$ cat config.mk
export PLATFORM = sky130hd
export DESIGN_NAME = saxi_wdata
export DESIGN_NICKNAME = d
export VERILOG_FILES = /design/src/common/hist_pkg.sv /design/src/saxi/saxi_wdata.sv
export SDC_FILE = /design/constraint.sdc
export NUM_CORES = 1
export LEC_CHECK = 0
export BUFFER_PORTS_ARGS = -buffer_cell sky130_fd_sc_hd__buf_2
export CAP_MARGIN = 20
export CORE_UTILIZATION = 51
export CTS_CLUSTER_DIAMETER = 80
export DETAILED_ROUTE_END_ITERATION = 8
export PLACE_DENSITY = 0.76
export SYNTH_ARGS = -nofsm -noshare
export SYNTH_HDL_FRONTEND = slang
export SYNTH_SLANG_ARGS = --single-unit
$ cat constraint.sdc
create_clock -name mclk -period 1.9 [get_ports mclk]
set_input_delay 0.475 -clock mclk [delete_from_list [all_inputs] [get_ports mclk]]
set_output_delay 0.475 -clock mclk [all_outputs]
set_load 0.1 [all_outputs]
$ cat src/common/hist_pkg.sv
package hist_pkg;

    typedef logic [31:0] word_t;       // histogram word, also the axi data word
    typedef logic [19:0] page_num_t;   // 4 KB page number in system memory
    typedef logic [31:0] sys_addr_t;   // system byte address
    typedef logic [1:0]  sensor_t;     // sensor channel index
    typedef logic [1:0]  color_t;      // colour, same as page position in a session
    typedef logic [7:0]  page_addr_t;  // word address inside one buffer page
    typedef logic [3:0]  table_idx_t;  // {sensor, sub channel}

    localparam int NUM_SENSORS    = 4;
    localparam int NUM_PAGES      = 4;    // buffer pages and pages per session
    localparam int WORDS_PER_PAGE = 256;
    localparam int BURST_LEN      = 16;   // words per axi write burst

    // register map, 0..15 are start-page table entries
    localparam logic [4:0] REG_MODE_ADDR = 5'd16;
    localparam int         MODE_EN_BIT   = 0;

    typedef enum logic [2:0] {
        BLK_IDLE,
        BLK_LOAD_ATTR,
        BLK_CALC_ADDR,
        BLK_RUN,
        BLK_DRAIN
    } block_state_t;

endpackage

$ cat src/saxi/saxi_wdata.sv
module saxi_wdata import hist_pkg::*; (
    input  logic       mclk,
    input  logic       nreset_aclk,
    input  logic       en,
    input  logic       page_start,
    output logic       rd_en,
    output page_addr_t rd_addr,
    input  word_t      rd_data,
    output logic       bursts_done,
    output word_t      saxi_wdata,
    output logic       saxi_wvalid,
    input  logic       saxi_wready,
    output logic       saxi_wlast
);

    localparam int FIFO_DEPTH = 4;

    word_t      fifo_mem [FIFO_DEPTH];
    logic [1:0] fifo_wp;
    logic [1:0] fifo_rp;
    logic [2:0] fifo_cnt;
    logic       fifo_push;
    logic       fifo_pop;
    logic       run;        // page readout in progress
    logic [1:0] rd_pipe;    // tracks the 2 cycle buffer read latency
    logic [3:0] beat_cnt;   // words in the current burst
    logic [3:0] burst_cnt;  // bursts in the current page

    // pause at half full, two reads in flight still fit
    assign rd_en       = run && fifo_cnt < 3'(FIFO_DEPTH / 2);
    assign fifo_push   = rd_pipe[1];
    assign saxi_wvalid = fifo_cnt != '0;
    assign fifo_pop    = saxi_wvalid && saxi_wready;
    assign saxi_wdata  = fifo_mem[fifo_rp];
    assign saxi_wlast  = saxi_wvalid && beat_cnt == 4'(BURST_LEN - 1);

    always_ff @(posedge mclk) begin
        if (!nreset_aclk || !en) begin
            run         <= 1'b0;
            rd_addr     <= '0;
            rd_pipe     <= '0;
            fifo_wp     <= '0;
            fifo_rp     <= '0;
            fifo_cnt    <= '0;
            beat_cnt    <= '0;
            burst_cnt   <= '0;
            bursts_done <= 1'b0;
        end else begin
            rd_pipe <= {rd_pipe[0], rd_en};
            if (page_start) begin
                run     <= 1'b1;
                rd_addr <= '0;
            end else if (rd_en) begin
                rd_addr <= rd_addr + 1'b1;
                if (rd_addr == page_addr_t'(WORDS_PER_PAGE - 1)) run <= 1'b0;
            end
            if (fifo_push) fifo_wp <= fifo_wp + 1'b1;
            if (fifo_pop) fifo_rp <= fifo_rp + 1'b1;
            fifo_cnt <= fifo_cnt + 3'(fifo_push) - 3'(fifo_pop);
            if (fifo_pop) beat_cnt <= beat_cnt + 1'b1;
            bursts_done <= 1'b0;
            if (fifo_pop && saxi_wlast) begin
                burst_cnt   <= burst_cnt + 1'b1;
                bursts_done <= burst_cnt == 4'(WORDS_PER_PAGE / BURST_LEN - 1);  // 16th wlast
            end
        end
    end

    always_ff @(posedge mclk) begin
        if (fifo_push) fifo_mem[fifo_wp] <= rd_data;
    end

endmodule

==> qor.yml <==
drive_above_1_share_pct: 41.9
drt_wl_total_um: 10400
synthesis.instances: 309
timing.critical_path.to_type: "output pin"
tightest_slew_ns: 0.906
global_route_wire_length_before_repair_um: 16000
drt_first_pass_iters: 4
filler_cell_count: 744
synth_area_mm2: 0.00593
max-slew-margin-rel_pct: 39.6
initial_detailed_routing_violation_count: 136
critical-path-max-stage-delay_ns: 0.57
route.detailed.vias_per_inst: 5.43
drc_errors: 0
outcome: "finished, violations left"
synthesis.area_per_instance_um2: 19.2
antenna_found_initial: 1
syn_to_final_growth_pct: 28.0
cellPowerDensity_mw_per_mm2: 948
die-width_um: 110
min_period_over_period_pct: 116
dpl.hpwl_um: 6220
post_synthesis_sequential_area_ratio_pct: 74.6
worstSetupPathType: "reg2out"
crit_path_cell_trace: "buf_12 > mux4_2 > buf_12"
max_cap_viol_count: 0
post-route-worst-setup-slack_ns: -0.312
timing.critical_path.arrival_ns: 1.74
synth.ff_latch_count: 157
finalMaxSlewViolations: 0
boundaryPins: 81
worst_min_path_class: "in2reg"
post_drt_wl_per_cell_um: 18.3
rsz_0062_raised_after_global_routing: "yes"
yosysUniqueCellTypes: 35
final_net_count: 460
period_needed_ns: 2.21
cts_num_sinks: 157
io_buffers: 80
layout_commonest_cell: "sky130_fd_sc_hd__edfxtp_1"
htree_num_levels: 4
rows: 39
cellLeakagePower_uw: 0.00262
cts_root_buf: "sky130_fd_sc_hd__clkbuf_16"
cts.path.max_buffers: 2
grt_util_all_layers_pct: 18.6
ys.warnings.count: 0
cts_stage_hold_buffer_count: 0
mostFrequentLayoutCells: "sky130_fd_sc_hd__edfxtp_1 (128), sky130_fd_sc_hd__buf_2 (45), sky130_fd_sc_hd__mux4_2 (32), sky130_fd_sc_hd__buf_6 (21), sky130_fd_sc_hd__dfxtp_1 (18)"
hold_viol_final: 0
initial_utilization_pct: 52.2
vias: 3089
clock_pin_slew_on_the_worst_setup_and_hold_paths_ns: 0.06
worst-path-max-fanout: 16
floorplan.die.height_um: 110
worst_ir_drop_vdd_mv: 0.738
final_antenna_net_count: 0
clock-skew-final_ns: 0.00850
die_area_mm2: 0.0121
place.gp.congestion: 0.773
critical-path-top-cell-by-count: "sky130_fd_sc_hd__buf_12"
clock_latency_ns: 0.41
core_area_mm2: 0.0114
timing.critical_path.from_type: "flip-flop"
cts_buffers: 17
crit_required_ns: 1.42
cts_tree: "done"
grt_max_degree: 33
fin_util_pct: 66.8
mappedNetlistNets: 357
preCtsSetupSlack_ns: -0.0220
grt_pass1_vias: 3071
violations: "negative setup slack"
grt_remaining_overflow: 0
cpMaxStageDelayCell: "sky130_fd_sc_hd__mux4_2"
maxClockFrequency_mhz: 452
setup-violations-final: 32
[layout make-up]
class                           count  area (um^2)  share of cell area [%]
Clock inverter                     11          144                    1.89
Antenna cell                        1         2.50                  0.0329
Clock buffer                       21          440                    5.80
Sequential cell                   157         4450                    58.6
Multi-Input combinational cell    130         1460                    19.2
Inverter                           12         47.5                   0.626
Timing Repair Buffer               94          875                    11.5
Tap cell                          143          179                    2.36
[report_power, final]
group,leakage [uW],total (uW),switching (uW),internal [uW]
combinational,0.000958,161,104,56.6
sequential,0.00139,3720,3.83,3710
clock,0.000276,3320,1260,2060
total,0.00262,7200,1370,5830
[registers in the layout (all words and copies together), names as in the netlist, 2 cells and up, named ones only]
name / cells
fifo_wp: 2
burst_cnt: 4
beat_cnt: 4
fifo_rp: 2
fifo_cnt: 3
fifo_mem: 128
rd_pipe: 2
rd_addr: 8
[cell usage after synthesis]
cell type	count	area, um^2
sky130_fd_sc_hd__a21oi_1	11	55.1
sky130_fd_sc_hd__and2_1	4	25.0
sky130_fd_sc_hd__and3_1	3	18.8
sky130_fd_sc_hd__buf_1	3	11.3
sky130_fd_sc_hd__buf_4	3	22.5
sky130_fd_sc_hd__buf_6	1	11.3
sky130_fd_sc_hd__clkbuf_1	3	11.3
sky130_fd_sc_hd__dfxtp_1	29	581
sky130_fd_sc_hd__edfxtp_1	128	3840
sky130_fd_sc_hd__fa_1	1	20.0
sky130_fd_sc_hd__ha_1	10	125
sky130_fd_sc_hd__inv_1	12	45.0
sky130_fd_sc_hd__mux2i_1	1	10.0
sky130_fd_sc_hd__mux4_2	32	721
sky130_fd_sc_hd__nand2_1	6	22.5
sky130_fd_sc_hd__nand2b_1	1	6.26
sky130_fd_sc_hd__nand3_1	9	45.0
sky130_fd_sc_hd__nand3_2	1	10.0
sky130_fd_sc_hd__nand4_4	1	21.3
sky130_fd_sc_hd__nor2_1	13	48.8
sky130_fd_sc_hd__nor3_1	2	10.0
sky130_fd_sc_hd__nor3_2	1	10.0
sky130_fd_sc_hd__nor4_1	2	12.5
sky130_fd_sc_hd__o21a_1	1	7.51
sky130_fd_sc_hd__o21ai_0	4	20.0
sky130_fd_sc_hd__o21ba_1	1	10.0
sky130_fd_sc_hd__o311ai_1	2	17.5
sky130_fd_sc_hd__o31ai_1	5	37.5
sky130_fd_sc_hd__o31ai_2	1	12.5
sky130_fd_sc_hd__or2_0	1	6.26
sky130_fd_sc_hd__or3_1	3	18.8
sky130_fd_sc_hd__or3b_1	1	8.76
sky130_fd_sc_hd__or4_1	5	37.5
sky130_fd_sc_hd__xnor2_1	1	8.76
sky130_fd_sc_hd__xor2_1	7	61.3
[worst max-delay path: cells and delay by family (launching register included)]
kind	cells	cell delay, ns
mux	1	0.57
flops	1	0.37
buf+inv	2	0.37
[kinds of logic (layout without fill, tap and decap cells)]
group | after synthesis | count (layout) | synth area share [%]
flops | 157 | 157 | 74.6
fa+ha+maj | 11 | 11 | 2.45
mux | 33 | 33 | 12.3
compound gates | 25 | 25 | 2.70
simple gates | 53 | 53 | 5.08
xor+xnor | 8 | 8 | 1.18
buf+inv | 22 | 138 | 1.71
other cells | 0 | 1 | 0
[path summary, 6_finish.rpt]
| check | start | depth (start not counted) | to | slack, ns |
|---|---|---|---|---|
| worst min register to register | rd_pipe[0] | 1 | rd_pipe[1] | 0.47 |
| worst min-delay path | rd_data[12] | 1 | fifo_mem[1][12] | 0.28 |
| worst max-delay path | flip-flop | 3 | saxi_wdata[30] | -0.31 |
| worst max register to register | fifo_cnt[1] | 7 | fifo_cnt[1] | 0.01 |
[timing repair]
item	CTS	global route
resized for setup	56	8
buffers inserted	0	4
endpoints found under the setup margin	35	37
pin swaps	1	4
[per-stage QoR]
step	hold slack [ns]	cells	area [um^2]	TNS (ns)	total power, uW
5_1_grt	0.267	568	7590	-10.85	7420
2_1_floorplan	0.444	309	5980	-0.0444	3860
3_5_place_dp	0.453	532	6780	-0.0220	3950
3_3_place_gp	0.452	532	6780	0	3940
4_1_cts	0.259	564	7540	-9.95	7280
6_report	0.279	569	7600	-8.92	7200
[metal layers]
layer,vias to the layer above,global-route usage [%],wire length [um]
li1,1443,-,-
met1,1545,23.3,4310
met2,91,30.6,5330
met3,10,5.87,652
met4,0,6.57,119
met5,-,0,0
(Power assumes the default switching activity.)
