==> config.mk <==
export PLATFORM = sky130hd
export DESIGN_NAME = hist_regs
export DESIGN_NICKNAME = d
export VERILOG_FILES = /design/src/common/hist_pkg.sv /design/src/hw/hist_regs.sv
export SDC_FILE = /design/constraint.sdc
export NUM_CORES = 1
export LEC_CHECK = 0
export ABC_CLOCK_PERIOD_IN_PS = 1850
export BUFFER_PORTS_ARGS = -buffer_cell sky130_fd_sc_hd__buf_2
export CORE_UTILIZATION = 35
export DETAILED_ROUTE_END_ITERATION = 6
export PLACE_DENSITY_LB_ADDON = 0.12
export SLEW_MARGIN = 20
export SYNTH_ARGS = -nofsm -noshare
export SYNTH_HDL_FRONTEND = slang
export SYNTH_SLANG_ARGS = --single-unit
==> constraint.sdc <==
create_clock -name mclk -period 1.85 [get_ports mclk]
set_clock_uncertainty 0.15 [all_clocks]
set_input_delay 0.0925 -clock mclk [delete_from_list [all_inputs] [get_ports mclk]]
set_output_delay 0.0925 -clock mclk [all_outputs]
set_load 0.005 [all_outputs]
==> src/common/hist_pkg.sv <==
package hist_pkg;

    typedef logic [31:0] word_t;       // histogram word, also the axi data word
    typedef logic [19:0] page_num_t;   // 4 KB page number in system memory
    typedef logic [31:0] sys_addr_t;   // system byte address
    typedef logic [1:0]  sensor_t;     // sensor channel index
    typedef logic [1:0]  color_t;      // colour, same as page position in a session
    typedef logic [7:0]  page_addr_t;  // word address inside one buffer page
    typedef logic [3:0]  table_idx_t;  // {sensor, sub channel}

    localparam int NUM_SENSORS    = 4;
    localparam int NUM_PAGES      = 4;    // buffer pages and pages per session
    localparam int WORDS_PER_PAGE = 256;
    localparam int BURST_LEN      = 16;   // words per axi write burst

    // register map, 0..15 are start-page table entries
    localparam logic [4:0] REG_MODE_ADDR = 5'd16;
    localparam int         MODE_EN_BIT   = 0;

    typedef enum logic [2:0] {
        BLK_IDLE,
        BLK_LOAD_ATTR,
        BLK_CALC_ADDR,
        BLK_RUN,
        BLK_DRAIN
    } block_state_t;

endpackage

==> src/hw/hist_regs.sv <==
module hist_regs import hist_pkg::*; (
    input  logic       mclk,
    input  logic       nreset_aclk,
    input  logic [4:0] cmd_addr,
    input  word_t      cmd_data,
    input  logic       cmd_we,
    output logic       en,
    input  table_idx_t table_idx,
    output page_num_t  start_page
);

    page_num_t start_table [16];  // start page per {sensor, sub channel}

    always_ff @(posedge mclk) begin
        if (!nreset_aclk) begin
            en <= 1'b0;
        end else if (cmd_we && cmd_addr == REG_MODE_ADDR) begin
            en <= cmd_data[MODE_EN_BIT];
        end
    end

    always_ff @(posedge mclk) begin
        if (cmd_we && cmd_addr < REG_MODE_ADDR) begin
            start_table[cmd_addr[3:0]] <= page_num_t'(cmd_data);  // low 20 bits only
        end
        start_page <= start_table[table_idx];  // registered lookup, one cycle
    end

endmodule

==> results_dict.tcl, run 1 <==
set metrics [dict create \
    antenna_found_initial 0 \
    clockRootBuffer "clkbuf_16" \
    cp_cell_sequence "dlygate4sd3_1, buf_4, buf_4, mux4_1, a22oi_1, nand2_1" \
    drtIter0Drc 435 \
    crit_type "input port to flip-flop" \
    layout_setup_ws_ns 0.3053 \
    drt-total-wl_um 28630 \
    cp_max_fo 18 \
    worst_r2r_path_depth 3 \
    h-tree-depth 2 \
    wire_per_inst_um 24.83 \
    drtAntennaViolNets 0 \
    r2r-end "en$_SDFFE_PN0P_" \
    place_hpwl_um 15860 \
    arrival_ns 1.80 \
    tritoncts "built" \
    layout_commonest_cell "edfxtp_1" \
    nets 710 \
    clkLatencyLatePin_ns 0.53 \
    yosysWarnings 0 \
    tightest_slew_ns 1.043 \
    grt_max_degree 32 \
    cts_sinks 341 \
    power.density_nw_per_um2 1065 \
    cp-startpoint "table_idx[1]" \
    syn_to_final_growth_pct 20.67 \
    initial_core_util 0.3550 \
    start_kind "input port" \
    cp.required_ns 2.10 \
    maxSlewHeadroom 0.3014 \
    die_x_um 191.7 \
    cts_buffers 37 \
    fmax_mhz 647.4 \
    die_h_um 191.7 \
    synth-seq-cells 341 \
    syn_nets 585 \
    n_antenna_cell 0 \
    dp_slack_ns 0.004814 \
    syn_inst 541 \
    setup_viol 0 \
    worstHoldPathType "input port to flip-flop" \
    r2r_setup_slack_ns 0.36 \
    fp.dieArea_um2 36750 \
    grt_pass1_wl_um 42040 \
    cts-resized-gates 0 \
    tns_ns 0 \
    layout_common_cells "edfxtp_1, mux4_2, buf_2, a22oi_1, clkbuf_16" \
    ys_top_cells_by_area "edfxtp_1, mux4_2, dfxtp_1" \
    viasPerCell 5.094 \
    final_max_slew_viol_count 0 \
    irDropWorstVdd_uv 607.1 \
    grt_pass1_vias 6337 \
    synthesis.area_um2 12600 \
    layout-drive-gt1-share 0.3208 \
    slowest_stage "dlygate4sd3_1" \
    status "finished clean" \
    netlist.top_cell.by_area "edfxtp_1" \
    period_minus_slack_ns 1.545 \
    drc 0 \
    period_share 0.8350 \
    core_um2 35480 \
    via_count 5873 \
    slowest_delay_ns 0.52 \
    cp-end-kind "flip-flop" \
    cp_common_cell "buf_4" \
    rsz0062_at_grt "false" \
    drv_cap 0 \
    clk_transition_reported_paths_ns 0.06 \
    clockBufferDepth 3 \
    final_hold_viol_count 0 \
    track_usage 0.1612 \
    reg2reg_from "en$_SDFFE_PN0P_" \
    gp_congestion 0.6761 \
    avgSynthCellArea_um2 23.28 \
    synthDistinctLibCells 22 \
    fin_hold_ws_ns 0.07796 \
    grt-ovfl-total 0 \
    p_leak_nw 4.958 \
    core.rowCount 69 \
    yosys.area.top_type_share 0.7628 \
    portBuffers 52 \
    critPathCapture "start_page[7]$_DFF_P_" \
    io_pins 65 \
    seq_area_frac_synth 0.7962 \
    drt_first_pass_iters 4 \
]
## cell families after synthesis
kind of cell,after synthesis,synth area share
buffers and inverters,26,0.01202
flip-flops,341,0.7962
multiplexers,80,0.1478
AO/OA/AOI/OAI,42,0.02523
AND/OR/NAND/NOR,52,0.01877
## Yosys cell counts
cell,number
edfxtp_1,320
mux4_2,64
a22oi_1,40
nand2_1,22
dfxtp_1,21
nor2_1,18
clkbuf_1,16
mux4_1,16
buf_6,5
buf_4,4
nand2b_1,3
nor2b_1,2
a21bo_2,1
a21boi_0,1
and2_1,1
buf_2,1
nand3_1,1
nand4b_1,1
nand4bb_1,1
nor3b_1,1
nor4bb_1,1
or2_2,1
## worst min path at each step
| stage | endpoint | depth (start not counted) | start |
|---|---|---|---|
| floorplan | start_table[0][0]$_DFFE_PP_ | 0 | cmd_data[0] |
| global placement | en$_SDFFE_PN0P_ | 2 | nreset_aclk |
| detailed placement | en$_SDFFE_PN0P_ | 2 | nreset_aclk |
| CTS | start_page[13]$_DFF_P_ | 4 | table_idx[3] |
| global route | start_page[11]$_DFF_P_ | 4 | table_idx[3] |
| finish | start_page[13]$_DFF_P_ | 4 | table_idx[3] |
## final cells by class
type | count | area, µm²
Multi-Input combinational cell | 174 | 2464
Timing Repair Buffer | 112 | 1011
Tap cell | 461 | 576.8
Clock inverter | 7 | 65.06
Clock buffer | 58 | 1055
Fill cell | 3065 | 20280
Sequential cell | 341 | 10030
## routing by layer
metal	part of all wire	global-route usage	vias to the layer above
met5	0	0	-
met4	0.021	0.04609	0
met3	0.036	0.02485	43
met2	0.51	0.2738	119
met1	0.44	0.2143	3152
li1	-	-	2559
## registers in the layout, indices dropped and copies added (netlist names)
name         cells
start_page      20
start_table    320
en               1
## what timing repair did
action,4_1_cts,5_1_grt
hold buffers,23,0
buffers inserted,0,0
endpoints found under the hold margin,322,0
## report_power, final
group	internal, mW	switching (mW)
sequential	8.57	0.0377
combinational	0.349	0.421
clock	3.95	2.87
total	12.9	3.33
## critical path: cells and delay by family
kind	cells	cell delay, ns
buffers and inverters	3	1.03
muxes	1	0.36
AOI/OAI and AO/OA	1	0.24
and+or+nand+nor	1	0.08
## through the flow
| step | instances | utilization | total power [mW] | area [µm²] |
|---|---|---|---|---|
| finish | 1153 | 0.4284 | 16.19 | 15200 |
| global route | 1153 | 0.4284 | 16.71 | 15200 |
| CTS | 1153 | 0.4284 | 16.40 | 15200 |
| detailed placement | 1065 | 0.3904 | 9.520 | 13850 |
| global placement | 1065 | 0.3904 | 9.502 | 13850 |
| floorplan | 541 | - | 9.148 | 12600 |
No activity file was read; power rests on OpenSTA's default activity.
==> inputs of run 2 (changes only) <==
Settings changed: ABC_AREA set to 1, ABC_CLOCK_PERIOD_IN_PS 1850 to 1600.
Clock period 1.85 ns to 1.6 ns, I/O delays scaled along.
==> results_dict.tcl, run 2 <==
set metrics [dict create \
    rsz0062_at_grt "false" \
    status "finished clean" \
    die_x_um 203.8 \
    period_share 0.9418 \
    core.rowCount 73 \
    final_max_slew_viol_count 0 \
    synthDistinctLibCells 15 \
    yosys.area.top_type_share 0.6744 \
    wire_per_inst_um 18.25 \
    drt-total-wl_um 36840 \
    ys_top_cells_by_area "edfxtp_1, nand2_1, nand3_1" \
    place_inst 1922 \
    setup_viol 0 \
    yosysWarnings 0 \
    arrival_ns 1.56 \
    grt_pass1_wl_um 55940 \
    wl_met2_um 17520 \
    cp.required_ns 1.66 \
    tightest_slew_ns 0.3851 \
    drtIter0Drc 596 \
    slowest_delay_ns 0.54 \
    synth-seq-cells 341 \
    drtAntennaViolNets 0 \
    power.density_nw_per_um2 1143 \
    cp_max_fo 11 \
    tritoncts "built" \
    worstHoldPathType "input port to flip-flop" \
    synth-async-reset-ratio 0 \
    fillers 3835 \
    largest_reg_flops 320 \
    synthesis.area_um2 14250 \
    clockRootBuffer "clkbuf_16" \
    drt_first_pass_iters 5 \
    final_hold_viol_count 0 \
    clkLatencyLatePin_ns 0.53 \
    synth_edf_count 320 \
    clk_transition_reported_paths_ns 0.06 \
    layout-drive-gt1-share 0.1226 \
    fin_hold_ws_ns 0.06193 \
    dr_wl_met3_um 1650 \
    cp-end-kind "flip-flop" \
    slowest_stage "dlygate4sd3_1" \
    core_um2 39910 \
    cp_cell_sequence "dlygate4sd3_1, buf_2, nor2_2, nand3_1, buf_4, nor2_2, buf_4" \
    postCtsSetupRepairBufs 0 \
    fp.dieArea_um2 41520 \
    path_delay_family "buffers and inverters" \
    io_pins 65 \
    final_cells 2019 \
    yosys.cell_count.top_type "nand2_1" \
    h-tree-depth 2 \
    netlist_top_cells_count "nand2_1, edfxtp_1, inv_1" \
    nets 1508 \
    portBuffers 52 \
    p_leak_nw 7.243 \
    syn_inst 1347 \
    fin_util 0.4276 \
    crit_buf_inv 4 \
    cts_buffers 39 \
    place_hpwl_um 21960 \
    die_h_um 203.8 \
    drv_cap 0 \
    initial_core_util 0.3570 \
    viasPerCell 4.621 \
    layout_commonest_cell "nand2_1" \
    crit_type "input port to flip-flop" \
    grt_max_degree 60 \
    grt_pass1_vias 8974 \
    clockBufferDepth 3 \
    netlist.top_cell.by_area "edfxtp_1" \
    syn_to_final_growth_pct 19.78 \
    drc 0 \
    irDropWorstVdd_uv 706.5 \
    routedLengthMet1_um 16720 \
    start_kind "input port" \
    antenna_found_initial 1 \
    top_layer "met5" \
    grt-ovfl-total 0 \
    period_minus_slack_ns 1.507 \
    cts_sinks 341 \
    syn_nets 1391 \
    gp_congestion 0.8022 \
    avgSynthCellArea_um2 10.58 \
    layout_common_cells "nand2_1, edfxtp_1, inv_1, nand3_1, buf_2" \
    seq_area_frac_synth 0.7039 \
    fmax_mhz 663.6 \
    synth_ff_type "edfxtp_1" \
    tns_ns 0 \
    via_count 9330 \
    maxSlewHeadroom 0.7433 \
    track_usage 0.1830 \
]
==> run 2: changes by cell type after synthesis, sizes merged, moves of 4 or more <==
cell    change
nor2        +4
nand2     +404
a22oi      -40
mux4       -80
inv       +249
clkbuf      -4
buf        +43
nand3     +241
==> run 2: cell families after synthesis <==
family | count (synthesis) | share of synthesized area
flip-flops | 341 | 0.7039
buffers and inverters | 314 | 0.09220
AND/OR/NAND/NOR | 692 | 0.2039
==> run 2: stage by stage <==
step / instance area [µm²] / worst slack (ns) / power [mW]
floorplan: 14260 / -0.2494 / 10.76
global placement: 15620 / 0.02448 / 11.37
detailed placement: 15620 / 0.01357 / 11.38
CTS: 17070 / 0.01324 / 19.72
global route: 17070 / 0.02690 / 20.17
finish: 17070 / 0.09311 / 19.50
==> run 2: layout make-up <==
class / count / area [µm²] / share of cell area
tap: 525 / 656.9 / 0.03849
clock inverter: 6 / 25.02 / 0.001466
clock buffer: 64 / 1152 / 0.06752
multi-input combinational: 692 / 2953 / 0.1730
antenna: 1 / 2.502 / 0.0001466
timing repair buffer: 141 / 1311 / 0.07683
sequential: 341 / 10030 / 0.5876
inverter: 249 / 937.1 / 0.05491
==> run 2: worst paths after layout <==
check                                       to                          from  cells after the start  slack, ns
hold reg to reg          start_page[8]$_DFF_P_  start_table[10][8]$_DFFE_PP_                      6       0.50
hold / removal    start_table[14][4]$_DFFE_PP_                   cmd_addr[3]                      4       0.06
setup / recovery   start_table[5][5]$_DFFE_PP_                   cmd_addr[4]                      7       0.09
setup reg to reg               en$_SDFFE_PN0P_               en$_SDFFE_PN0P_                      5       0.31
==> run 2: report_power, final <==
group	internal [mW]	leakage [nW]	switching, mW
registers	9.91	3.06	0.0376
logic	0.421	3.61	0.843
clock network	4.89	0.571	3.40
total	15.2	7.24	4.28
==> run 2: metal layers <==
| metal | track usage | vias to the layer above |
|---|---|---|
| met5 | 0 | - |
| li1 | - | 4587 |
| met1 | 0.2503 | 4492 |
| met3 | 0.02397 | 64 |
| met2 | 0.3011 | 185 |
| met4 | 0.05800 | 2 |
==> run 2: worst reg2reg max path, cell delays in order, from the launching register on <==
cell	delay [ns]
dfxtp_1	0.32
inv_1	0.04
nand2_1	0.05
nand2_1	0.04
dlygate4sd3_1	0.55
nor2_1	0.08
==> run 2: what timing repair did <==
item	CTS	global route
resized for setup	0	2
hold buffers	27	0
hold endpoints to repair	330	0
endpoints found under the setup margin	0	252
