==> config.mk <==
export PLATFORM = sky130hd
export DESIGN_NAME = hist_arbiter
export DESIGN_NICKNAME = d
export VERILOG_FILES = /design/src/common/hist_pkg.sv /design/src/hw/hist_arbiter.sv
export SDC_FILE = /design/constraint.sdc
export NUM_CORES = 1
export LEC_CHECK = 0
export BUFFER_PORTS_ARGS = -buffer_cell sky130_fd_sc_hd__buf_2
export CAP_MARGIN = 20
export CORE_UTILIZATION = 39
export CTS_CLUSTER_DIAMETER = 150
export DETAILED_ROUTE_END_ITERATION = 6
export PLACE_DENSITY = 0.79
export SLEW_MARGIN = 20
export SYNTH_ARGS = -nofsm -noshare
export SYNTH_HDL_FRONTEND = slang
export SYNTH_SLANG_ARGS = --single-unit
==> constraint.sdc <==
create_clock -name mclk -period 3.1 [get_ports mclk]
set_clock_uncertainty 0.15 [all_clocks]
set_input_delay 0.155 -clock mclk [delete_from_list [all_inputs] [get_ports mclk]]
set_output_delay 0.155 -clock mclk [all_outputs]
set_load 0.03 [all_outputs]
==> src/common/hist_pkg.sv <==
package hist_pkg;

    typedef logic [31:0] word_t;       // histogram word, also the axi data word
    typedef logic [19:0] page_num_t;   // 4 KB page number in system memory
    typedef logic [31:0] sys_addr_t;   // system byte address
    typedef logic [1:0]  sensor_t;     // sensor channel index
    typedef logic [1:0]  color_t;      // colour, same as page position in a session
    typedef logic [7:0]  page_addr_t;  // word address inside one buffer page
    typedef logic [3:0]  table_idx_t;  // {sensor, sub channel}

    localparam int NUM_SENSORS    = 4;
    localparam int NUM_PAGES      = 4;    // buffer pages and pages per session
    localparam int WORDS_PER_PAGE = 256;
    localparam int BURST_LEN      = 16;   // words per axi write burst

    // register map, 0..15 are start-page table entries
    localparam logic [4:0] REG_MODE_ADDR = 5'd16;
    localparam int         MODE_EN_BIT   = 0;

    typedef enum logic [2:0] {
        BLK_IDLE,
        BLK_LOAD_ATTR,
        BLK_CALC_ADDR,
        BLK_RUN,
        BLK_DRAIN
    } block_state_t;

endpackage

==> src/hw/hist_arbiter.sv <==
module hist_arbiter import hist_pkg::*; #(
    parameter int NUM_FRAME_BITS = 4
) (
    input  logic                      mclk,
    input  logic                      nreset_aclk,
    input  logic                      en,
    input  logic [NUM_SENSORS-1:0]    hist_request,
    input  logic [NUM_SENSORS-1:0]    hist_dvalid,
    output logic [NUM_SENSORS-1:0]    hist_grant,
    input  logic [1:0]                hist_chn0,
    input  logic [1:0]                hist_chn1,
    input  logic [1:0]                hist_chn2,
    input  logic [1:0]                hist_chn3,
    input  logic [NUM_FRAME_BITS-1:0] frame0,
    input  logic [NUM_FRAME_BITS-1:0] frame1,
    input  logic [NUM_FRAME_BITS-1:0] frame2,
    input  logic [NUM_FRAME_BITS-1:0] frame3,
    input  word_t                     hist_data0,
    input  word_t                     hist_data1,
    input  word_t                     hist_data2,
    input  word_t                     hist_data3,
    input  logic                      buf_full,
    output logic                      wr_en,
    output word_t                     wr_data,
    output sensor_t                   wr_sensor,
    output color_t                    wr_sub_chn,
    output logic [NUM_FRAME_BITS-1:0] wr_frame
);

    word_t                     data_in  [NUM_SENSORS];
    color_t                    chn_in   [NUM_SENSORS];
    logic [NUM_FRAME_BITS-1:0] frame_in [NUM_SENSORS];
    logic                      busy;       // session active
    sensor_t                   sel;        // sensor owning the session
    sensor_t                   req_pick;
    color_t                    page_cnt;   // pages finished in this session
    logic                      dav_sel;
    logic                      page_end;

    assign data_in  = '{hist_data0, hist_data1, hist_data2, hist_data3};
    assign chn_in   = '{hist_chn0, hist_chn1, hist_chn2, hist_chn3};
    assign frame_in = '{frame0, frame1, frame2, frame3};

    // lowest index wins
    always_comb begin
        req_pick = '0;
        for (int i = NUM_SENSORS - 1; i >= 0; i--) begin
            if (hist_request[i]) req_pick = sensor_t'(i);
        end
    end

    assign dav_sel  = busy && hist_dvalid[sel];
    assign page_end = wr_en && !dav_sel;  // last word is in the data register

    always_ff @(posedge mclk) begin
        if (!nreset_aclk || !en) begin
            busy       <= 1'b0;
            sel        <= '0;
            page_cnt   <= '0;
            wr_en      <= 1'b0;
            hist_grant <= '0;
        end else begin
            wr_en <= dav_sel;
            if (!busy && |hist_request) begin
                busy     <= 1'b1;  // no preemption until the session ends
                sel      <= req_pick;
                page_cnt <= '0;
            end else if (page_end) begin
                page_cnt <= page_cnt + 1'b1;
                if (page_cnt == color_t'(NUM_PAGES - 1)) busy <= 1'b0;  // release after 4th page
            end
            hist_grant      <= '0;
            hist_grant[sel] <= busy && !buf_full && hist_request[sel];
        end
    end

    // hold attributes of the last valid word so they survive to the page end
    always_ff @(posedge mclk) begin
        if (dav_sel) begin
            wr_data    <= data_in[sel];
            wr_sensor  <= sel;
            wr_sub_chn <= chn_in[sel];
            wr_frame   <= frame_in[sel];
        end
    end

endmodule

==> impl_metrics.csv, run 1 <==
group,metric,value,unit
synthesis,synth_mux_area_share,35.0,%
final_layout,final_common_cell,"buf_2",
die,die-area,6910,um^2
final_layout,final_util,59.9,%
sta,fmax,486,MHz
route,routed_wl,7.78,mm
power_and_ir_drop,power_switching,349,uW
die,fp-row-count,29,
synthesis,synth_xor_area_share,0,%
setup_path,reg2reg_depth,2,
sta,slew_headroom,34.4,%
sta,fin_setup_tns,0,ns
setup_path,r2r_slack,1.04,ns
clock_tree,cts_root_buffer,"clkbuf_8",
sta,hold_slack,0.00977,ns
setup_path,r2r_start,"sel[0]",
synthesis,synth_seq_cells,50,
route,routedWlPerCell,18.4,um
clock_tree,htree_num_levels,2,
synthesis,synth_nets,300,
setup_path,worstReg2RegEnd,"wr_frame[2]",
final_layout,drive_gt1_share,75.6,%
outcome,status,"finished clean",
sta,worst_slew_pin_slew,0.984,ns
die,start_util,40.4,%
final_layout,instances_no_fill,422,
power_and_ir_drop,power_frac_seq,50.9,%
synthesis,synthSimpleGateAreaFrac,4.43,%
place,portBuffers,208,
sta,finalHoldViolCount,0,
final_layout,fillers,539,
route,drc,0,
route,vias_per_cell,5.21,
global_route,grt_overflow_total,0,
global_route,grt_pass1_vias,2350,
setup_path,crit_arrival,1.83,ns
power_and_ir_drop,pwr_density_cell,394,nW/um^2
final_layout,most-common-layout-cells,"208 x buf_2, 40 x edfxtp_1, 39 x mux4_2, 8 x dfxtp_1, 6 x nor2_1",
place,dpl.cell_count,410,
synthesis,yosysSeqAreaShare,54.6,%
sta,period_needed,2.06,ns
route,via_count,2199,
power_and_ir_drop,internal-power,1150,uW
synthesis,synth_cells,135,
power_and_ir_drop,clock_power_share,30.3,%
power_and_ir_drop,swShare,23.3,%
die,die_h,83.1,um
setup_path,endpoint,"wr_frame[2]",
route,drtAntennaViolNets,0,
clock_tree,cts_sinks,50,
synthesis,synth_area,2570,um^2
synthesis,synth_cell_types,27,
sta,rsz0062_at_grt,"no",
setup_path,cp-start-kind,"flip-flop",
sta,setup_viol,0,
synthesis,ys.warnings.count,0,
setup_path,crit_fanout,40,
place,place_congestion,0.789,
sta,report.final.slew_viol_count,0,
die,fp.dieW,83.1,um
worst_hold_path,min_path_type,"in -> reg",
setup_path,cp-end-kind,"flip-flop",
power_and_ir_drop,p_leak,0.00167,uW
setup_path,crit_type,"reg -> reg",
setup_path,cp.required,2.87,ns
sta,min_period_over_period,66.3,%
global_route,track_usage,22.6,%
route,first_pass_iters,4,
route,drtIter0Drc,92,
clock_tree,cts_buffers,5,
global_route,grt_max_degree,45,
die,core_region_area,6350,um^2
clock_tree,post_cts_resized,0,
synthesis,synth_compound_area_share,2.92,%
worst_hold_path,whs_path_depth,3,
clock_tree,cts_tree,"yes",
power_and_ir_drop,combPwrFrac,18.8,%
global_route,grt_pass1_wl,12.0,mm
power_and_ir_drop,vdd_drop_max,0.202,mV
clock_tree,clkTransAtPathRegs,0.09,ns
final_layout,nets,508,
global_route,antenna_found_initial,1,
synthesis,synth_top_family_by_area,"multiplexers",
die,io_pins,209,
final_layout,syn2layout_area_growth,48.1,%
run,max_cap_violations,0,
synthesis,yosys.area_share.adder,0.487,%
final_layout,final_area,3800,um^2
clock_tree,clock_latency,0.30,ns
setup_path,cp-startpoint,"sel[0]",
place,place_area,3660,um^2
synthesis,postSynthAreaPerCell,19.0,um^2
clock_tree,cts.path.max_buffers,2,
## how the worst min path moves through the flow
stage                          startpoint             to  slack (ns)
after floorplan           hist_request[2]  hist_grant[2]        0.15
after global placement    hist_request[2]  hist_grant[2]        0.28
after detailed placement  hist_request[2]  hist_grant[2]        0.30
after CTS                     nreset_aclk           busy      0.0007
after global routing      hist_request[3]  hist_grant[3]        0.03
final                         nreset_aclk           busy        0.01
## sequential cells by signal, summed over array words and instances (netlist names)
name        cells
wr_sub_chn      2
wr_en           1
wr_data        32
page_cnt        2
sel             2
wr_sensor       2
busy            1
wr_frame        4
hist_grant      4
## worst max-delay path, cell delays in order, from the launching register on
cell and delay [ns]:
dfxtp_2 0.33, mux4_2 0.37, and2_2 0.82
## Yosys cell counts
| master | count | area share [%] |
|---|---|---|
| edfxtp_1 | 40 | 47 |
| mux4_2 | 39 | 34 |
| dfxtp_1 | 10 | 7.8 |
| nor2_1 | 6 | 0.88 |
| buf_2 | 5 | 0.97 |
| clkbuf_1 | 5 | 0.73 |
| and3_1 | 4 | 0.97 |
| o211ai_1 | 4 | 1.2 |
| and2_1 | 2 | 0.49 |
| inv_1 | 2 | 0.29 |
| mux2i_1 | 2 | 0.78 |
| a21boi_2 | 1 | 0.44 |
| a21oi_1 | 1 | 0.19 |
| and3b_1 | 1 | 0.34 |
| and4b_1 | 1 | 0.39 |
| buf_1 | 1 | 0.15 |
| buf_6 | 1 | 0.44 |
| ha_1 | 1 | 0.49 |
| nand2_1 | 1 | 0.15 |
| nand3_1 | 1 | 0.19 |
| nor2b_1 | 1 | 0.24 |
| nor3_1 | 1 | 0.19 |
| nor4_1 | 1 | 0.24 |
| nor4b_1 | 1 | 0.34 |
| o211a_1 | 1 | 0.39 |
| o21bai_1 | 1 | 0.29 |
| o221a_2 | 1 | 0.44 |
## layer usage
| layer | global-route usage, % | routed length (um) | vias up |
|---|---|---|---|
| li1 | - | - | 1000 |
| met1 | 25.6 | 2790 | 1053 |
| met2 | 40.2 | 4150 | 131 |
| met3 | 6.56 | 666 | 15 |
| met4 | 8.62 | 177 | 0 |
| met5 | 0 | 0 | - |
## kinds of logic after synthesis
kind of cell,Yosys count
AO/OA/AOI/OAI,9
adder cells (fa/ha/maj),1
buffers and inverters,14
flip-flops,50
multiplexers,41
AND/OR/NAND/NOR,20
## per-stage QoR
stage | total power [uW] | setup slack (ns)
after floorplan | 925 | 0.765
after global placement | 1050 | 1.07
after detailed placement | 1060 | 1.05
after CTS | 1510 | 1.04
after global routing | 1560 | 0.960
final | 1500 | 1.04
## power by group through the flow
stage / logic, uW / registers, uW / clock network (uW)
2_1_floorplan: 109 / 817 / 0
3_3_place_gp: 270 / 778 / 0
3_5_place_dp: 280 / 779 / 0
4_1_cts: 284 / 764 / 465
5_1_grt: 304 / 765 / 495
6_report: 282 / 763 / 455
## area by class of cell
type | count | area [um^2] | share of cell area (%)
Sequential cell | 50 | 1400 | 36.9
Multi-Input combinational cell | 71 | 1100 | 28.9
Timing Repair Buffer | 213 | 1090 | 28.6
Tap cell | 77 | 96.3 | 2.53
Clock buffer | 6 | 72.6 | 1.91
Clock inverter | 2 | 33.8 | 0.888
Inverter | 2 | 7.51 | 0.197
Antenna cell | 1 | 2.50 | 0.0658
## repair_timing
item,in CTS,in global routing
hold buffers,3,0
setup buffers,0,0
endpoints found under the hold margin,3,0
endpoints found under the setup margin,0,0
Power figures use the tool's default switching activity.
==> inputs of run 2 (changes only) <==
clock period = 2.1 ns   (was 3.1 ns; I/O delays follow)
==> run 2 against run 1 <==
Effect of this change:
- non-clock buffer count is 6 higher
- sequential cell count stayed put
- clock-buffer cell count is 1 lower
- die area stayed put
- critical endpoint is now hist_grant[3]
- highest routed layer unchanged
==> impl_metrics.csv, run 2 (synthesis results as in run 1) <==
group,metric,value,unit
route,drc,0,
final_layout,reg_top3,"wr_data (32), hist_grant (4), wr_frame (4)",
setup_path,slowest_stage,"dlygate4sd3_1",
global_route,track_usage,23.2,%
setup_path,crit_arrival,2.07,ns
setup_path,crit_family,"buffers and inverters",
power_and_ir_drop,combPwrFrac,18.3,%
setup_path,cp.required,2.20,ns
sta,slew_headroom,51.1,%
route,routedWlPerCell,19.0,um
clock_tree,htree_num_levels,2,
final_layout,most-common-layout-cells,"208 x buf_2, 40 x edfxtp_1, 39 x mux4_2, 8 x dfxtp_1, 8 x dlygate4sd3_1",
power_and_ir_drop,p_leak,0.00171,uW
clock_tree,post_cts_buffers,0,
setup_path,r2r_slack,0.13,ns
final_layout,largest-register,"wr_data",
clock_tree,cts_tree,"yes",
die,die-area,6910,um^2
clock_tree,cts_sinks,50,
sta,min_period_over_period,94.0,%
final_layout,drive_gt1_share,75.1,%
setup_path,path_buf_inv,2,
power_and_ir_drop,swShare,22.3,%
route,vias_per_cell,5.38,
final_layout,syn2layout_area_growth,51.9,%
route,first_pass_iters,6,
sta,report.final.slew_viol_count,0,
die,die_h,83.1,um
final_layout,final_area,3900,um^2
die,start_util,40.4,%
route,drtAntennaViolNets,0,
final_layout,largest_reg_flops,32,
place,place_area,3670,um^2
clock_tree,cts_buffers,5,
power_and_ir_drop,pwr_density_cell,604,nW/um^2
final_layout,nets,514,
setup_path,cp-end-kind,"flip-flop",
global_route,grt_overflow_total,0,
worst_hold_path,whs_path_depth,2,
die,fp-row-count,29,
worst_hold_path,min_path_type,"in -> reg",
place,dp_hpwl,6.51,mm
power_and_ir_drop,power_switching,525,uW
die,core_region_area,6350,um^2
route,routed_wl,8.15,mm
setup_path,reg2reg_depth,4,
power_and_ir_drop,vdd_drop_max,0.456,mV
setup_path,max_stage_delay,0.54,ns
setup_path,crit_fanout,42,
power_and_ir_drop,clock_power_share,33.9,%
sta,fmax,507,MHz
run,max_cap_violations,0,
clock_tree,cts.path.max_buffers,2,
setup_path,cp-start-kind,"flip-flop",
final_layout,fillers,505,
setup_path,r2r_start,"sel[1]",
worst_hold_path,hold_start,"hist_data2[8]",
setup_path,cp_cell_sequence,"buf_4, and3_1, and4b_1, dlygate4sd3_1",
outcome,status,"finished clean",
route,drtIter0Drc,93,
sta,fin_setup_tns,0,ns
worst_hold_path,hold_end,"wr_data[8]",
power_and_ir_drop,internal-power,1830,uW
route,via_count,2310,
die,fp.dieW,83.1,um
setup_path,worstReg2RegEnd,"hist_grant[3]",
final_layout,final_common_cell,"buf_2",
die,io_pins,209,
sta,setup_viol,0,
sta,worst_slew_pin_slew,0.726,ns
clock_tree,clkTransAtPathRegs,0.10,ns
place,place_congestion,0.882,
global_route,grt_max_degree,45,
sta,period_needed,1.97,ns
sta,finalHoldViolCount,0,
place,portBuffers,208,
global_route,grt_pass1_wl,12.1,mm
setup_path,crit_type,"reg -> reg",
sta,rsz0062_at_grt,"no",
power_and_ir_drop,power_frac_seq,47.7,%
global_route,antenna_found_initial,2,
clock_tree,cts_root_buffer,"clkbuf_8",
clock_tree,clock_latency,0.30,ns
global_route,grt_pass1_vias,2323,
## run 2: routing by layer
| metal | vias to the layer above | global-route usage, % | share of wire (%) |
|---|---|---|---|
| met5 | - | 0 | 0 |
| met4 | 0 | 8.15 | 2.4 |
| met3 | 17 | 6.36 | 8.1 |
| met2 | 133 | 42.0 | 56 |
| met1 | 1147 | 26.3 | 33 |
| li1 | 1013 | - | - |
## run 2: how the worst max path moves through the flow
stage	cells past startpoint	slack (ns)	endpoint	startpoint
floorplan	3	0.19	wr_data[0]	sel[0]
global placement	2	0.1	wr_frame[1]	sel[0]
detailed placement	2	0.08	wr_data[6]	sel[0]
CTS	2	0.07	wr_data[3]	sel[0]
global route	4	0.04	hist_grant[3]	sel[1]
finish	4	0.13	hist_grant[3]	sel[1]
## run 2: area by class of cell
class / count / area, um^2 / area share (%)
Clock inverter: 3 / 68.8 / 1.76
Sequential cell: 50 / 1400 / 36.0
Inverter: 2 / 7.51 / 0.192
Clock buffer: 5 / 68.8 / 1.76
Antenna cell: 2 / 5.00 / 0.128
Tap cell: 77 / 96.3 / 2.47
Timing Repair Buffer: 219 / 1150 / 29.4
Multi-Input combinational cell: 71 / 1100 / 28.3
## run 2: what timing repair did
action	in CTS	in global routing
hold buffers	8	0
hold endpoints to repair	5	0
endpoints found under the setup margin	0	17
resized for setup	0	2
## run 2: stage by stage
step                utilization [%]  setup slack [ns]  power, uW  hold slack (ns)  cells
floorplan                         -             0.188       1370            0.101    135
global placement               57.8            0.0962       1550            0.243    411
detailed placement             57.8            0.0754       1570            0.246    411
CTS                            61.3            0.0697       2370           0.0252    427
global route                   61.4            0.0448       2430           0.0206    429
finish                         61.4             0.126       2360           0.0333    429
## run 2: power groups by stage
stage                     Clock (uW)  Sequential (uW)  Combinational (uW)
after global routing             846             1130                 461
after CTS                        815             1130                 432
after global placement             0             1150                 405
after floorplan                    0             1200                 161
final                            800             1120                 432
after detailed placement           0             1150                 422
