$ cat config.mk
export PLATFORM = sky130hd
export DESIGN_NAME = saxi_block_ctrl
export DESIGN_NICKNAME = d
export VERILOG_FILES = /design/src/common/hist_pkg.sv /design/src/saxi/saxi_block_ctrl.sv
export SDC_FILE = /design/constraint.sdc
export NUM_CORES = 1
export LEC_CHECK = 0
export BUFFER_PORTS_ARGS = -buffer_cell sky130_fd_sc_hd__buf_4
export CORE_MARGIN = 1.5
export CORE_UTILIZATION = 25
export DETAILED_ROUTE_END_ITERATION = 10
export SLEW_MARGIN = 20
export SYNTH_ARGS = -nofsm -noshare
export SYNTH_HDL_FRONTEND = slang
export SYNTH_SLANG_ARGS = --single-unit
$ cat constraint.sdc
create_clock -name mclk -period 6.5 [get_ports mclk]
set_input_delay 0.975 -clock mclk [delete_from_list [all_inputs] [get_ports mclk]]
set_output_delay 0.975 -clock mclk [all_outputs]
set_load 0.005 [all_outputs]
$ cat src/common/hist_pkg.sv
package hist_pkg;

    typedef logic [31:0] word_t;       // histogram word, also the axi data word
    typedef logic [19:0] page_num_t;   // 4 KB page number in system memory
    typedef logic [31:0] sys_addr_t;   // system byte address
    typedef logic [1:0]  sensor_t;     // sensor channel index
    typedef logic [1:0]  color_t;      // colour, same as page position in a session
    typedef logic [7:0]  page_addr_t;  // word address inside one buffer page
    typedef logic [3:0]  table_idx_t;  // {sensor, sub channel}

    localparam int NUM_SENSORS    = 4;
    localparam int NUM_PAGES      = 4;    // buffer pages and pages per session
    localparam int WORDS_PER_PAGE = 256;
    localparam int BURST_LEN      = 16;   // words per axi write burst

    // register map, 0..15 are start-page table entries
    localparam logic [4:0] REG_MODE_ADDR = 5'd16;
    localparam int         MODE_EN_BIT   = 0;

    typedef enum logic [2:0] {
        BLK_IDLE,
        BLK_LOAD_ATTR,
        BLK_CALC_ADDR,
        BLK_RUN,
        BLK_DRAIN
    } block_state_t;

endpackage

$ cat src/saxi/saxi_block_ctrl.sv
module saxi_block_ctrl import hist_pkg::*; #(
    parameter int NUM_FRAME_BITS = 4
) (
    input  logic                      mclk,
    input  logic                      nreset_aclk,
    input  logic                      en,
    input  logic                      page_avail,
    input  table_idx_t                rd_table_idx,
    input  logic [NUM_FRAME_BITS-1:0] rd_frame,
    input  color_t                    rd_color,
    output table_idx_t                table_idx,
    input  page_num_t                 start_page,
    output logic                      page_start,
    input  logic                      bursts_done,
    output logic                      page_sent,
    output sys_addr_t                 saxi_awaddr,
    output logic                      saxi_awvalid,
    input  logic                      saxi_awready
);

    localparam int BURSTS_PER_PAGE = WORDS_PER_PAGE / BURST_LEN;

    block_state_t              state;
    logic                      lookup_done;  // start_page valid for table_idx
    logic                      data_done;    // all 16 data bursts accepted
    logic [3:0]                burst_cnt;
    logic [NUM_FRAME_BITS-1:0] frame_r;
    color_t                    color_r;
    page_num_t                 page_sum;

    assign page_sum     = start_page + page_num_t'(frame_r);
    assign saxi_awvalid = state == BLK_RUN;
    assign page_start   = state == BLK_LOAD_ATTR;
    // combinational so the buffer drops the page before idle looks again
    assign page_sent    = state == BLK_DRAIN && (data_done || bursts_done);

    always_ff @(posedge mclk) begin
        if (!nreset_aclk || !en) begin
            state       <= BLK_IDLE;
            lookup_done <= 1'b0;
            data_done   <= 1'b0;
            burst_cnt   <= '0;
        end else begin
            if (page_sent) data_done <= 1'b0;
            else if (bursts_done) data_done <= 1'b1;  // data may finish before addresses
            case (state)
                BLK_IDLE: begin
                    if (page_avail) state <= BLK_LOAD_ATTR;
                end
                BLK_LOAD_ATTR: begin
                    lookup_done <= 1'b0;
                    state       <= BLK_CALC_ADDR;
                end
                BLK_CALC_ADDR: begin
                    lookup_done <= 1'b1;  // wait one cycle for the table read
                    if (lookup_done) begin
                        burst_cnt <= '0;
                        state     <= BLK_RUN;
                    end
                end
                BLK_RUN: begin
                    if (saxi_awready) begin
                        burst_cnt <= burst_cnt + 1'b1;
                        if (burst_cnt == 4'(BURSTS_PER_PAGE - 1)) state <= BLK_DRAIN;
                    end
                end
                BLK_DRAIN: begin
                    if (page_sent) state <= BLK_IDLE;
                end
                default: state <= BLK_IDLE;
            endcase
        end
    end

    always_ff @(posedge mclk) begin
        if (state == BLK_LOAD_ATTR) begin
            table_idx <= rd_table_idx;
            frame_r   <= rd_frame;
            color_r   <= rd_color;
        end
        // (start_page + frame) * 4096 + colour * 1024
        if (state == BLK_CALC_ADDR) begin
            saxi_awaddr <= {page_sum, color_r, 10'b0};
        end else if (saxi_awvalid && saxi_awready) begin
            saxi_awaddr <= saxi_awaddr + sys_addr_t'(BURST_LEN * 4);  // next 64 byte burst
        end
    end

endmodule

==> results of run 1 <==
==> metrics by stage <==
stage / setup WS, ps / utilization / area (sq um) / total power [mW] / hold slack, ps
5_1_grt: 3426 / 0.3317 / 3425 / 0.6238 / 554.1
3_3_place_gp: 3450 / 0.3194 / 3297 / 0.3804 / 499.4
4_1_cts: 3692 / 0.3317 / 3425 / 0.6065 / 539.9
6_report: 3728 / 0.3317 / 3425 / 0.5991 / 535.3
2_1_floorplan: 3801 / - / 2680 / 0.3509 / 479.7
3_5_place_dp: 3394 / 0.3194 / 3297 / 0.3810 / 524.6
==> worst max-delay path: stages <==
cell,delay (ps)
buf_4,80
ha_1,180
inv_1,60
fa_1,400
nand2b_1,190
a211oi_2,450
nand4_1,180
xor2_1,170
o22ai_1,100
==> power by group <==
part           switching [mW]  internal, mW
combinational          0.0280        0.0304
clock                   0.101         0.124
sequential            0.00523         0.311
==> Yosys cell counts, drive strengths merged, types with 6 or more instances <==
cell type,count,area [sq um]
ha,6,75.07
nand3,8,57.56
nand4,19,148.9
nor2,21,78.83
edfxtp,32,960.9
nand2,23,86.33
and4,6,53.80
and3,7,43.79
clkbuf,6,23.77
xnor2,10,87.58
o22ai,19,118.9
o21ai,6,30.03
dfxtp,13,260.3
buf,9,60.05
xor2,34,297.8
==> layer usage <==
layer	track usage	routed length [um]
met3	0.03311	463
met1	0.1499	2878
met2	0.1770	2979
met5	0	0
met4	0.03475	103
==> state kept, by name (all words and copies together), names as in the netlist <==
register / flops
saxi_awaddr: 26
lookup_done: 1
color_r: 2
burst_cnt: 4
data_done: 1
frame_r: 4
table_idx: 4
state: 3
==> area by class of cell <==
type | instances | area [sq um] | share of cell area
Tap cell | 136 | 170.2 | 0.04969
Inverter | 3 | 11.26 | 0.003288
Sequential cell | 45 | 1221 | 0.3566
Multi-Input combinational cell | 197 | 1369 | 0.3997
Clock buffer | 7 | 118.9 | 0.03471
Timing Repair Buffer | 70 | 525.5 | 0.1535
Clock inverter | 1 | 8.758 | 0.002558
==> cells in the final DEF, fill, tap and decap left out, types with 7 or more instances in the layout <==
cell      instances
and3_1            7
buf_4            70
dfxtp_1          13
edfxtp_1         32
nand2_1          23
nand4_1          17
nor2_1           21
o22ai_1          19
xnor2_1          10
xor2_1           34
==> cells by family (layout without fill, tap and decap cells) <==
family / Yosys count / in the layout / share of synthesized area
AOI/OAI and AO/OA: 41 / 41 / 0.09779
DFF: 45 / 45 / 0.4589
adders and majority gates: 7 / 7 / 0.03573
other: 1 / 6 / 0.001409
and+or+nand+nor: 99 / 99 / 0.2257
buffers and inverters: 18 / 81 / 0.03573
xor gates and xnor gates: 44 / 44 / 0.1448
==> how the worst max path moves through the flow <==
stage | from | endpoint | slack [ps] | depth (start not counted)
after CTS | state[2] | saxi_awaddr[20] | 3690 | 3
after global routing | state[2] | saxi_awaddr[23] | 3430 | 3
after detailed placement | start_page[0] | saxi_awaddr[30] | 3390 | 9
after floorplan | start_page[0] | saxi_awaddr[30] | 3800 | 8
final | start_page[0] | saxi_awaddr[30] | 3730 | 9
after global placement | start_page[0] | saxi_awaddr[30] | 3450 | 9
==> out/results.tsv, run 1 <==
stage	metric	value	unit
timing	clock.fmax	0.3607	GHz
logic_synthesis	synth-async-reset-ratio	0	
floorplanning	start_util	0.2578	
logic_synthesis	synth_cells	255	
cells_and_area	drive_gt1_frac	0.2755	
timing	hold_violations	0	
critical_path	crit_arrival	2790	ps
logic_synthesis	synth_flop_cell	edfxtp_1	
critical_path	crit_path_start_kind	primary input	
global_route	overflow	0	
detailed_routing	drtIter0Drc	147	
global_route	grt_pass1_vias	2049	
floorplanning	die_w	106.2	um
run_status	outcome	complete, no violations	
clocking	clockBufferDepth	2	
clocking	clock_sinks	45	
critical_path	r2r_start	state[2]	
detailed_routing	dr.pass1.iters	4	
logic_synthesis	yosysUniqueCellTypes	41	
clocking	cts.repair.resized	0	
cells_and_area	fillerInstances	1054	
clocking	clk_pin_slew	90	ps
placement	place_congestion	0.7414	
timing	rsz0062_at_grt	false	
detailed_routing	vias	2203	
logic_synthesis	synth-seq-cells	45	
timing	setup-tns-final	0	ps
global_route	grt_pass1_wl	10140	um
worst_hold_path	hp-start	saxi_awaddr[7]	
detailed_routing	wire_per_inst	14.00	um
global_route	grt_antenna_before_repair	0	
cells_and_area	diodes	0	
clocking	cts-root-buf	clkbuf_8	
logic_synthesis	synth-edff-count	32	
timing	finClkSkew	10.43	ps
detailed_routing	routed_wl	6424	um
floorplanning	num_rows	37	
pwr	power_density	174.9	nW/um^2
timing	worstMarginPinSlew	932.1	ps
clocking	cts_setup_buffers	0	
clocking	postCtsHoldBufs	0	
worst_hold_path	min_path_cells	2	
placement	place_inst	451	
timing	finalMaxSlewViolations	0	
logic_synthesis	synth_area	2661	sq um
clocking	htree_levels	2	
critical_path	cp_max_fo	6	
logic_synthesis	yosysSeqAreaShare	0.4589	
global_route	grt.total_usage	0.1130	
floorplanning	pin_count	75	
clocking	clk_latency	300	ps
timing	relSlewSlack	0.3771	
pwr	vdd_drop_max	0.1075	mV
critical_path	r2r_end	saxi_awaddr[23]	
detailed_routing	drc	0	
timing	fin_crit_sh	0.4265	
critical_path	cp-end-kind	flop	
cells_and_area	nets	365	
timing	fin_crit	2772	ps
worst_hold_path	holdPathEnd	saxi_awaddr[7]	
critical_path	crit_type	primary input to flop	
critical_path	r2r_cells	3	
placement	dp_hpwl	4879	um
logic_synthesis	yosysWarnings	0	
cells_and_area	areaGrowthSynthToFinish	28.68	%
logic_synthesis	avgSynthCellArea	10.44	sq um
detailed_routing	vias_per_cell	4.800	
placement	port_buffers	68	
pwr	total_leakage_power	1.273	nW
floorplanning	die_h	106.2	um
critical_path	cp.required	6510	ps
floorplanning	core_area	10320	sq um
floorplanning	die_area	11270	sq um
critical_path	regToRegSetupSlack	3750	ps
detailed_routing	detail-route-antenna-nets	0	
clocking	cts_inserted_buffers	5	
run	cap_violations	0	
worst_hold_path	hold_class	flop to flop	
timing	setup_viol	0	
clocking	cts_tree	done	
global_route	grt_max_degree	26	
cells_and_area	final_cells	459	
Note: power is estimated with default switching activity, not from simulation.
==> run 2: changes to the inputs <==
- clock period: 6.5 -> 2.9 ns (I/O delays scaled with it)
==> run 2 against run 1 <==
Global-route usage rose by 0.35 points; clock power grew 100%; count of clock-buffer cells in the layout unchanged; die area is the same; sequential share of layout area about the same; highest routed layer unchanged.
==> out/results.tsv, run 2 (synthesis gave the netlist of run 1 again) <==
stage	metric	value	unit
placement	place_congestion	0.7835	
cells_and_area	final_cells	462	
placement	place_inst	454	
global_route	overflow	0	
timing	setup-tns-final	0	ps
floorplanning	num_rows	37	
cells_and_area	final_util	0.3318	
detailed_routing	routed_wl	6535	um
pwr	vdd_drop_max	0.1893	mV
worst_hold_path	hold_class	primary input to flop	
critical_path	crit_path_start_kind	flop	
cells_and_area	areaGrowthSynthToFinish	28.73	%
critical_path	worst-path-buf-inv	1	
timing	clock.fmax	0.4308	GHz
cells_and_area	regMostFlops	saxi_awaddr	
critical_path	cp_max_fo	6	
detailed_routing	detail-route-antenna-nets	0	
cells_and_area	final_common_cell	buf_4	
clocking	cts_setup_buffers	0	
floorplanning	die_h	106.2	um
critical_path	crit_chain	ha_1 > inv_1 > fa_1 > nand2b_1 > a211oi_2 > nand3_1 > xor2_1 > o22ai_1	
floorplanning	start_util	0.2578	
cells_and_area	drive_gt1_frac	0.2791	
clocking	clk_pin_slew	90	ps
timing	fin_crit_sh	0.8005	
pwr	power_density	377.4	nW/um^2
timing	fin_hold_ws	313.7	ps
detailed_routing	drc	0	
clocking	postCtsHoldBufs	0	
global_route	grt_max_degree	25	
timing	relSlewSlack	0.6562	
placement	port_buffers	68	
timing	fin_ws	578.5	ps
critical_path	crit_arrival	2350	ps
critical_path	cp-end-kind	flop	
timing	hold_violations	0	
worst_hold_path	hp-start	rd_table_idx[3]	
cells_and_area	fillerInstances	1044	
clocking	cts-root-buf	clkbuf_8	
critical_path	max_stage_delay	470	ps
placement	dp_hpwl	4862	um
cells_and_area	design_area	3426	sq um
critical_path	crit_family	adder cells	
global_route	grt_pass1_wl	10400	um
clocking	clk_latency	300	ps
critical_path	cp.required	2930	ps
timing	setup_viol	0	
timing	fin_crit	2321	ps
critical_path	slowest_stage	a211oi_2	
timing	worstMarginPinSlew	514.8	ps
cells_and_area	nets	368	
global_route	grt_pass1_vias	2046	
run_status	outcome	complete, no violations	
critical_path	startpoint	frame_r[0]	
cells_and_area	layout_common_cells	buf_4, xor2_1, edfxtp_1	
detailed_routing	vias_per_cell	4.686	
pwr	total_leakage_power	1.276	nW
critical_path	r2r_start	frame_r[0]	
cells_and_area	largest_register_ff_count	26	
run	cap_violations	0	
floorplanning	core_area	10320	sq um
clocking	clockBufferDepth	2	
timing	finClkSkew	8.151	ps
timing	finalMaxSlewViolations	0	
placement	placed_area	3319	sq um
floorplanning	pin_count	75	
cells_and_area	diodes	0	
clocking	cts_tree	done	
placement	post-place-ws	411.6	ps
clocking	htree_levels	2	
timing	rsz0062_at_grt	false	
pwr	power	1.293	mW
detailed_routing	wire_per_inst	14.15	um
detailed_routing	vias	2165	
floorplanning	die_area	11270	sq um
clocking	cts_inserted_buffers	5	
detailed_routing	drtIter0Drc	119	
clocking	clock_sinks	45	
global_route	grt_antenna_before_repair	0	
floorplanning	die_w	106.2	um
global_route	grt.total_usage	0.1165	
detailed_routing	dr.pass1.iters	4	
clocking	cts.repair.resized	0	
critical_path	crit_type	flop to flop	
-- run 2: cell types whose count changed in the layout (fill, tap and decap cells not counted) --
| cell | previous run | this run |
|---|---|---|
| inv_6 | 1 | 0 |
| clkbuf_1 | 0 | 1 |
| clkbuf_16 | 2 | 1 |
| clkinv_4 | 0 | 1 |
| buf_4 | 70 | 73 |
-- run 2: final cells by class --
cell class                 instances  area, sq um  area share
tap                              136        170.2     0.04967
multi-input combinational        197         1369      0.3996
clock inverter                     1        8.758    0.002557
sequential                        45         1221      0.3565
inverter                           3        11.26    0.003287
timing repair buffer              73        548.0      0.1600
clock buffer                       7        97.59     0.02849
-- run 2: routing by layer --
layer / routed length (um) / GRT usage / vias to the layer above
met1: 3071 / 0.1663 / 1010
met5: 0 / 0 / -
met3: 476 / 0.02882 / 2
li1: - / - / 1071
met2: 2962 / 0.1797 / 82
met4: 25 / 0.02027 / 0
-- run 2: power breakdown --
| group | switching [mW] | internal, mW |
|---|---|---|
| logic | 0.0636 | 0.0699 |
| registers | 0.0115 | 0.697 |
| clock network | 0.226 | 0.225 |
-- run 2: path summary, 6_finish.rpt --
path / end / slack, ps / cells past startpoint
worst max register to register: saxi_awaddr[22] / 580 / 8
worst max-delay path: saxi_awaddr[22] / 580 / 8
worst min register to register: burst_cnt[3] / 530 / 2
worst min-delay path: table_idx[3] / 310 / 1
==> run 3: changes to the inputs <==
- ABC_AREA: not set -> 1
- clock period: 2.9 -> 2.1 ns (I/O delays scaled with it)
==> run 3 against run 2 <==
Sequential cell count unchanged; final area is 18% higher; critical path type unchanged; critical path depth is 5 higher; clock skew barely moved; worst setup slack got worse by 340 ps; die area is 20% higher; final cell count up 52%; synthesized cell count up 80%; register-to-register slack got worse by 340 ps; combinational power up 54%.
==> out/results.tsv, run 3 <==
stage	metric	value	unit
run_status	outcome	complete, no violations	
placement	placed_area	3890	sq um
placement	place_inst	693	
detailed_routing	routed_wl	9095	um
clocking	clockBufferDepth	2	
global_route	grt.total_usage	0.1377	
critical_path	cp-end-kind	flop	
logic_synthesis	yosysWarnings	0	
floorplanning	die_area	13560	sq um
timing	fin_hold_ws	207.4	ps
clocking	clk_pin_slew	60	ps
global_route	grt_max_degree	23	
cells_and_area	layout_common_cells	nand2_1, buf_4, nor2_1	
critical_path	path_common_cell	nand2_1	
cells_and_area	design_area	4033	sq um
logic_synthesis	synth_cells	458	
placement	port_buffers	68	
logic_synthesis	synth_area_leader_cell	edfxtp_1	
cells_and_area	final_common_cell	nand2_1	
logic_synthesis	yosysSeqAreaShare	0.3796	
pwr	power_density	485.7	nW/um^2
worst_hold_path	hold_class	primary input to flop	
timing	fin_crit_sh	0.8841	
floorplanning	pin_count	75	
cells_and_area	final_util	0.3209	
timing	rsz0062_at_grt	false	
clocking	cts_tree	done	
timing	finalMaxSlewViolations	0	
cells_and_area	diodes	0	
floorplanning	start_util	0.2559	
clocking	cts_setup_buffers	0	
cells_and_area	regMostFlops	saxi_awaddr	
placement	dp_hpwl	7274	um
critical_path	crit_family	adder cells	
clocking	clock_sinks	45	
global_route	use_met1	0.1907	
clocking	cts_inserted_buffers	5	
floorplanning	num_rows	41	
critical_path	crit_path_start_kind	flop	
logic_synthesis	synth-seq-cells	45	
global_route	gr-usage-met2	0.2251	
detailed_routing	dr.pass1.iters	4	
global_route	overflow	0	
clocking	htree_levels	2	
timing	relSlewSlack	0.6470	
floorplanning	die_h	116.4	um
critical_path	crit_type	flop to flop	
logic_synthesis	avgSynthCellArea	7.024	sq um
logic_synthesis	synth-edff-count	32	
detailed_routing	drtIter0Drc	183	
cells_and_area	final_cells	701	
timing	fin_ws	243.3	ps
clocking	clk_latency	290	ps
critical_path	slowest_stage	fa_1	
critical_path	crit_chain	ha_1 > inv_1 > fa_1 > inv_1 > nand2_1 > nand2_1 > nand2_2 > inv_2 > nand2_1 > nand2_1 > nand2_1 > nand2_1 > nand2_1	
critical_path	cp_max_fo	5	
global_route	grtUsageMet3	0.01609	
logic_synthesis	yosysMostFrequentCell	nand2_1	
cells_and_area	drive_gt1_frac	0.2079	
global_route	grt_pass1_vias	2944	
logic_synthesis	synth_area	3217	sq um
logic_synthesis	synthTopCellsByArea	edfxtp_1, nand2_1, dfxtp_1, nand3_1, nor2_1	
pwr	vdd_drop_max	0.2566	mV
detailed_routing	wire_per_inst	12.97	um
global_route	grt_antenna_before_repair	0	
run	cap_violations	0	
critical_path	max_stage_delay	370	ps
timing	worstMarginPinSlew	528.9	ps
detailed_routing	vias	3143	
logic_synthesis	synth-async-reset-ratio	0	
timing	clock.fmax	0.5386	GHz
global_route	busiest_layer	met2	
timing	finClkSkew	8.575	ps
detailed_routing	vias_per_cell	4.484	
logic_synthesis	yosysUniqueCellTypes	41	
floorplanning	die_w	116.4	um
global_route	grt_pass1_wl	14630	um
placement	post-place-ws	129.5	ps
cells_and_area	fillerInstances	1342	
detailed_routing	drc	0	
cells_and_area	largest_register_ff_count	26	
timing	setup-tns-final	0	ps
critical_path	crit_arrival	1900	ps
pwr	power	1.958	mW
logic_synthesis	ys_top_cells_by_count	nand2_1, nor2_1, nand3_1	
timing	fin_crit	1857	ps
cells_and_area	nets	571	
cells_and_area	areaGrowthSynthToFinish	25.36	%
clocking	cts-root-buf	clkbuf_16	
critical_path	cp.required	2140	ps
pwr	total_leakage_power	1.746	nW
timing	setup_viol	0	
timing	hold_violations	0	
logic_synthesis	synth_flop_cell	edfxtp_1	
detailed_routing	detail-route-antenna-nets	0	
critical_path	worst-path-buf-inv	3	
placement	place_congestion	0.9587	
logic_synthesis	yosys.area.top_type_share	0.2987	
floorplanning	core_area	12570	sq um
run 3: report_power, final:
group	leakage, nW	internal [mW]	switching (mW)
combinational	1.28	0.0929	0.114
sequential	0.406	0.962	0.0118
clock	0.0641	0.443	0.335
run 3: logic make-up (layout without fill, tap and decap cells):
family | count (synthesis) | count (layout) | synth area share
flip-flops | 45 | 45 | 0.3796
AO/OA/AOI/OAI | 39 | 39 | 0.07040
other | 1 | 6 | 0.001166
adder cells (fa/ha/maj) | 7 | 7 | 0.02956
AND/OR/NAND/NOR | 303 | 303 | 0.4232
buffers and inverters | 60 | 126 | 0.08790
XOR/XNOR | 3 | 3 | 0.008170
run 3: worst paths after layout:
kind                                 startpoint              end  slack [ps]  cells after the start
worst max-delay path                 frame_r[0]  saxi_awaddr[28]         240                     13
worst min-delay path            rd_table_idx[0]     table_idx[0]         210                      1
worst max register to register       frame_r[0]  saxi_awaddr[28]         240                     13
worst min register to register      lookup_done      lookup_done         490                      2
run 3: layout make-up:
type	count	area, sq um	share of cell area
multi-input combinational	358	1734	0.4300
sequential	45	1221	0.3028
timing repair buffer	71	545.5	0.1353
tap	172	215.2	0.05337
inverter	47	176.4	0.04375
clock buffer	7	132.6	0.03289
clock inverter	1	7.507	0.001862
run 3: worst register-to-register path, delay by kind of cell (launching register included):
family	cells	cell delay, ps
adder cells (fa/ha/maj)	2	520
buffers and inverters	3	230
AND/OR/NAND/NOR	8	520
flip-flops	1	330
run 3: what timing repair did:
item / in CTS / in global routing
gates resized for setup: 0 / 1
hold buffers: 0 / 0
setup endpoints to repair: 0 / 1
run 3: layer usage:
| layer | up-vias | routed length (um) |
|---|---|---|
| met3 | 12 | 520 |
| li1 | 1626 | - |
| met4 | 0 | 158 |
| met5 | - | 0 |
| met2 | 92 | 4213 |
| met1 | 1413 | 4202 |
